[src/magma_pkg.sv]
// --------------------------------------------------
// Shared definitions for the tile interconnect.
// Bus widths, address map and port counts live
// here. Modules pull them in by a wildcard import.
// --------------------------------------------------

package magma_pkg;

	localparam int ADDR_W = 32;
	localparam int DATA_W = 32;
	localparam int BE_W = DATA_W / 8;

	typedef logic [ADDR_W-1:0] bus_addr_t;
	typedef logic [DATA_W-1:0] bus_data_t;
	typedef logic [BE_W-1:0] bus_be_t;

	localparam int NUM_MASTERS = 2;
	localparam int NUM_SLAVES = 3;	// ram0, ram1, gpio

	typedef logic [$clog2(NUM_MASTERS)-1:0] master_id_t;

	// target select sits in addr[29:28]
	// 0 ram bank 0, 1 ram bank 1, 2 gpio, 3 unmapped
	localparam int SEL_LSB = 28;
	localparam int SEL_W = 2;

	typedef logic [SEL_W-1:0] slave_sel_t;

	localparam int WORD_LSB = 2;	// byte address to word index
	localparam int OFS_W = SEL_LSB - WORD_LSB;	// word offset inside a target

	localparam int RAM_WORDS = 256;
	localparam int RAM_AW = $clog2(RAM_WORDS);	// higher offset bits wrap

	localparam int GPIO_OUT_OFS = 0;
	localparam int GPIO_IN_OFS = 1;

endpackage

[src/mem_split_if.sv]
// --------------------------------------------------
// One split-transaction bus link.
// The master holds req and the request fields until
// ack; a read returns rdata with a resp pulse in
// the cycle after its ack. Writes get no response.
// --------------------------------------------------

interface mem_split_if import magma_pkg::*; ();

	logic req;
	logic we;
	bus_addr_t addr;
	bus_be_t be;
	bus_data_t wdata;
	logic ack;	// one-cycle pulse on acceptance
	logic resp;	// one-cycle pulse with read data
	bus_data_t rdata;

	modport master (
		output req
		, output we
		, output addr
		, output be
		, output wdata
		, input ack
		, input resp
		, input rdata
	);

	modport slave (
		input req
		, input we
		, input addr
		, input be
		, input wdata
		, output ack
		, output resp
		, output rdata
	);

endinterface

[src/gpio.sv]
// --------------------------------------------------
// GPIO target.
// Word 0 is the output register, byte-enabled and
// readable. Word 1 reads the synchronised inputs.
// Any other offset reads zero and ignores writes.
// --------------------------------------------------

module gpio import magma_pkg::*; (
	input logic clk_i
	, input logic rst_i
	, mem_split_if.slave bus
	, input bus_data_t gpio_i
	, output bus_data_t gpio_o
);

	bus_data_t out_q;
	bus_data_t sync1_q, sync2_q;	// two-flop synchroniser
	bus_data_t rdata_q;
	logic resp_q;
	logic sel_out, sel_in;

	assign sel_out = bus.addr[WORD_LSB +: OFS_W] == OFS_W'(GPIO_OUT_OFS);
	assign sel_in = bus.addr[WORD_LSB +: OFS_W] == OFS_W'(GPIO_IN_OFS);
	assign bus.ack = bus.req;

	always_ff @(posedge clk_i) begin
		sync1_q <= gpio_i;
		sync2_q <= sync1_q;
	end

	always_ff @(posedge clk_i) begin
		if (rst_i) begin
			out_q <= '0;
			resp_q <= 1'b0;
		end else begin
			resp_q <= bus.req & ~bus.we;
			if (bus.req && bus.we && sel_out) begin
				for (int b = 0; b < BE_W; b++) begin
					if (bus.be[b]) begin
						out_q[8*b +: 8] <= bus.wdata[8*b +: 8];
					end
				end
			end
		end
	end

	always_ff @(posedge clk_i) begin
		if (bus.req && !bus.we) begin
			rdata_q <= sel_out ? out_q : (sel_in ? sync2_q : '0);
		end
	end

	assign bus.resp = resp_q;
	assign bus.rdata = rdata_q;
	assign gpio_o = out_q;

endmodule

[src/flat_wrapper.sv]
// flat-port wrapper written by rule: the top's interface ports become plain ports
module gpio_flat import magma_pkg::*;
  (clk_i, rst_i, gpio_i, gpio_o, bus_req, bus_we, bus_addr, bus_be, bus_wdata, bus_ack, bus_resp, bus_rdata);
  mem_split_if bus_i ();
  input logic clk_i;
  input logic rst_i;
  input bus_data_t gpio_i;
  output bus_data_t gpio_o;
  input wire logic [$bits(bus_i.req)-1:0] bus_req;
  input wire logic [$bits(bus_i.we)-1:0] bus_we;
  input wire logic [$bits(bus_i.addr)-1:0] bus_addr;
  input wire logic [$bits(bus_i.be)-1:0] bus_be;
  input wire logic [$bits(bus_i.wdata)-1:0] bus_wdata;
  output wire logic [$bits(bus_i.ack)-1:0] bus_ack;
  output wire logic [$bits(bus_i.resp)-1:0] bus_resp;
  output wire logic [$bits(bus_i.rdata)-1:0] bus_rdata;
  assign bus_i.req = bus_req;
  assign bus_i.we = bus_we;
  assign bus_i.addr = bus_addr;
  assign bus_i.be = bus_be;
  assign bus_i.wdata = bus_wdata;
  assign bus_ack = bus_i.ack;
  assign bus_resp = bus_i.resp;
  assign bus_rdata = bus_i.rdata;
  gpio u_core (.clk_i(clk_i), .rst_i(rst_i), .bus(bus_i), .gpio_i(gpio_i), .gpio_o(gpio_o));
endmodule
[config.mk]
export PLATFORM = sky130hd
export DESIGN_NAME = gpio_flat
export DESIGN_NICKNAME = d
export VERILOG_FILES = /design/src/magma_pkg.sv /design/src/mem_split_if.sv /design/src/gpio.sv /design/src/flat_wrapper.sv
export SDC_FILE = /design/constraint.sdc
export NUM_CORES = 1
export LEC_CHECK = 0
export ABC_CLOCK_PERIOD_IN_PS = 2200
export BUFFER_PORTS_ARGS = -buffer_cell sky130_fd_sc_hd__buf_2
export CAP_MARGIN = 25
export CORE_MARGIN = 4
export CORE_UTILIZATION = 43
export DETAILED_ROUTE_END_ITERATION = 12
export PLACE_DENSITY = 0.8
export SETUP_SLACK_MARGIN = 0.05
export SLEW_MARGIN = 40
export SYNTH_ARGS = -nofsm -noshare
export SYNTH_HDL_FRONTEND = slang
export SYNTH_SLANG_ARGS = --single-unit
[constraint.sdc]
create_clock -name clk_i -period 2.2 [get_ports clk_i]
set_input_delay 0.33 -clock clk_i [delete_from_list [all_inputs] [get_ports clk_i]]
set_output_delay 0.33 -clock clk_i [all_outputs]
set_load 0.005 [all_outputs]
==> summary.md <==
| Metric | Value |
|---|---|
| Critical Path AT | `about 1.8 ns` |
| Total Nets Final | `640` |
| Maximum clock insertion buffer count | `2` |
| Chain of cells forming the critical path | `buf_2 -> nor4_4 -> nand4_1 -> o21ai_0 -> a21oi_1` |
| Slowest cell delay on critical path | `0.53 ns` |
| Number of global-route vias before repair | `3334` |
| Register-to-register setup slack | `between 1 and 1.5 ns` |
| Total iterations of the first detailed-routing run | `4` |
| Worst IR Drop VDD | `555 uV` |
| Antenna violations before repair | `1` |
| Multi-input logic area | `around 0.0012 sq mm` |
| Number of vias after detailed routing | `3293` |
| Worst Path Max Fanout | `9` |
| Layout overhead on the synthesized area | `42.1%` |
| Internal power | `about 4.2 mW` |
| Worst slew slack as a fraction of its limit | `0.527` |
| Number of flip-flops and latches in the synthesized netlist | `129` |
| Input/output buffers | `around 160` |
| Synth Warn # | `0` |
| Die extent in x | `~110 um` |
| Launch point of the worst hold path | `bus_wdata[27]` |
| Cell area power density | `896 mW/mm^2` |
| Total CTS buffers | `17` |
| Hold Path End | `u_core.gpio_o[27]` |
| Critical path class | `in2reg` |
| Worst clock skew | `between 0.007 and 0.008 ns` |
| Largest net degree at the start of global routing | `34` |
| Std-Cell Core Area | `approximately 0.0094 sq mm` |
| Post-synthesis net count | `440` |
| Hold-critical path depth | `3` |
| Overall Power | `around 5.4 mW` |
| Layout filler cell count | `~740` |
| Worst reg2reg path endpoint | `u_core.bus.rdata[10]` |
| Setup slack at placement | `roughly 0.23 ns` |
| Final-report max-slew violation count | `0` |
| Gr usage total | `0.191` |
| Logic gate share of total power | `0.045` |
| Critical Path Sink Type | `flop` |
| DPL Wire Length | `between 7000 and 8000 um` |
| Final sum of negative setup slack | `0 ns` |
| Sequential standard cell area | `0.00290 sq mm` |
| Fin Hold WS | `0.0909 ns` |
| Initial Util | `0.448` |
| Worst setup path startpoint | `bus_addr[3]` |
| Sequential fraction of design power | `0.468` |
| Hold Vio Cnt, Final | `0` |
| Clock Sink Count | `between 100 and 150` |
| Final worst path period need | `1.47 ns` |
| Largest delay contributor family on the critical path | `simple AND/OR/NAND/NOR gates` |
| Worst hold-check path type | `in2reg` |
| Number of buffer and inverter instances along the worst setup path | `1` |
| Boundary pin count | `170` |
| Static leakage | `2.69 nW` |
| Result of the run | `completed` |
| Per-cell routed wire length | `between 15 and 20 um` |
| Max-cap check violation count | `0` |
| Unrepaired setup endpoints after global routing | `false` |
| Floorplan die height | `107 um` |
| Cell area after layout | `~0.0060 sq mm` |
| Total placed cells including tap cells | `roughly 600` |
| Utilization after layout | `0.637` |
| Total setup violations reported at the end of the flow | `0` |
| Count of antenna-violating nets left after detailed routing | `0` |
| Final critical-path setup slack | `between 0.7 and 0.8 ns` |
| Number of H-tree branching levels | `4` |
| Clock tree from TritonCTS | `done` |
| Cell count of the worst reg-to-reg path | `2` |
| Die area | `0.0115 sq mm` |
| Switching portion of total power | `0.214` |
| Slew of the pin with the lowest slew margin | `around 0.71 ns` |
| Synthesized area | `about 0.0042 sq mm` |
| Buffers inserted during post-CTS setup optimization | `0` |
| 1st-iter DRT viols | `between 100 and 150` |
| Gr ovfl total | `0` |
| Start of the worst register-to-register path | `u_core.gpio_o[10]` |
| Share of power burned in the clock network | `0.487` |
| Switch Pwr | `1.15 mW` |
| Cells after synthesis | `about 340` |
| Placer congestion estimate | `0.839` |
| Synth Area per Inst | `between 10 and 15 sq um` |
| Final wirelength | `between 10000 and 15000 um` |
| Wire length of the first global-routing pass | `between 15000 and 20000 um` |
| Ratio of final minimum period to clock period | `0.668` |
| Share of cells above drive strength 1 | `0.379` |
| Number of remaining DRC errors | `0` |
| Clock root cell | `clkbuf_8` |
| Worst Path Required | `2.55 ns` |
| Number of diodes added for antenna fixing | `0` |
| Clock Pin Slew Worst Setup and Hold Paths | `~0.060 ns` |
| CP startpoint kind | `primary input` |
| Number of distinct standard cells referenced by the synthesized netlist | `21` |
| Share of the yosys chip area belonging to registers | `0.688` |
| Final cell count without fillers | `678` |
| Post-place instance area | `about 0.0051 sq mm` |
| Vias per std cell | `4.86` |
| Standard-cell rows | `35` |
| Slowest stage cell, crit path | `nor4_4` |
| Insertion delay to the later sink of the worst-skew pair | `slightly below 0.5 ns` |
| F_max | `approximately 680 MHz` |
final cells by class:
class | instances | share of cell area
sequential | 129 | 0.484
clock inverter | 13 | 0.0202
multi-input combinational | 184 | 0.192
tap | 129 | 0.0269
clock buffer | 19 | 0.0739
timing repair buffer | 204 | 0.203
sequential cells by signal, indices dropped and copies added (netlist names):
| register | count |
|---|---|
| u_core.bus.rdata | 32 |
| u_core.sync1_q | 32 |
| u_core.bus.resp | 1 |
| u_core.sync2_q | 32 |
| u_core.gpio_o | 32 |
layout by cell type (no fill, tap or decap), types with 2 or more instances in the layout:
cell type / synthesis / routed
edfxtp_1: 32 / 32
nor4_1: 3 / 3
nand3_1: 32 / 32
a21oi_1: 32 / 32
clkinv_2: 0 / 2
o21ai_0: 32 / 32
dfxtp_1: 97 / 97
buf_2: 1 / 163
and4_1: 5 / 5
nand4_1: 5 / 5
nor4_4: 2 / 2
clkbuf_16: 0 / 17
nor2_1: 33 / 33
clkinv_4: 0 / 2
inv_6: 0 / 5
and4b_1: 4 / 4
dlygate4sd3_1: 0 / 32
inv_4: 0 / 2
mux2i_1: 32 / 32
buf_4: 3 / 8
synthesized netlist by cell type, drive strengths merged:
library cell | instances | area, sq um
mux2i | 32 | 320
o21ai | 32 | 160
and4 | 5 | 43.8
and4b | 4 | 40.0
nor3 | 1 | 10.0
nor2 | 33 | 124
buf | 14 | 110
a21oi | 32 | 160
nand3 | 32 | 160
nand4 | 6 | 52.6
dfxtp | 97 | 1940
nor2b | 2 | 12.5
clkbuf | 9 | 63.8
edfxtp | 32 | 961
nor4 | 5 | 61.3
power by group through the flow:
stage	combinational [mW]	sequential, mW	clock (mW)
CTS	0.241	2.51	2.67
detailed placement	0.196	2.56	0
floorplan	0.0720	2.56	0
finish	0.243	2.51	2.61
global placement	0.189	2.56	0
global route	0.263	2.52	2.79
per-layer routing:
metal,track usage,share of wire,up-vias
met5,0,0.0012,-
met1,0.202,0.38,1547
met4,0.0584,0.010,2
li1,-,-,1611
met3,0.0765,0.069,14
met2,0.346,0.54,119
cells by family (layout without fill, tap and decap cells):
| logic type | after synthesis | after routing | share of synthesized area |
|---|---|---|---|
| buf+inv | 23 | 236 | 0.0412 |
| mux | 32 | 32 | 0.0759 |
| simple gates | 88 | 88 | 0.119 |
| flops | 129 | 129 | 0.688 |
| compound gates | 64 | 64 | 0.0759 |
worst register-to-register path: cells and delay by family (launching register included):
kind	cells	cell delay [ns]
flops	1	0.32
mux	1	0.15
simple gates	1	0.06
worst max path at each step:
stage                               end  slack, ns  cells after the start
global route          u_core.gpio_o[20]       0.60                      5
floorplan           u_core.bus.rdata[0]       0.58                      1
global placement      u_core.gpio_o[10]       0.32                      5
detailed placement     u_core.gpio_o[1]       0.23                      5
CTS                    u_core.gpio_o[1]       0.76                      5
finish                 u_core.gpio_o[1]       0.73                      5
timing repair:
action                     4_1_cts  5_1_grt
hold buffers                    32        0
hold endpoints to repair        32        0
gates resized for setup          0        0
setup endpoints to repair        0        0
Note: power is estimated with default switching activity, not from simulation.
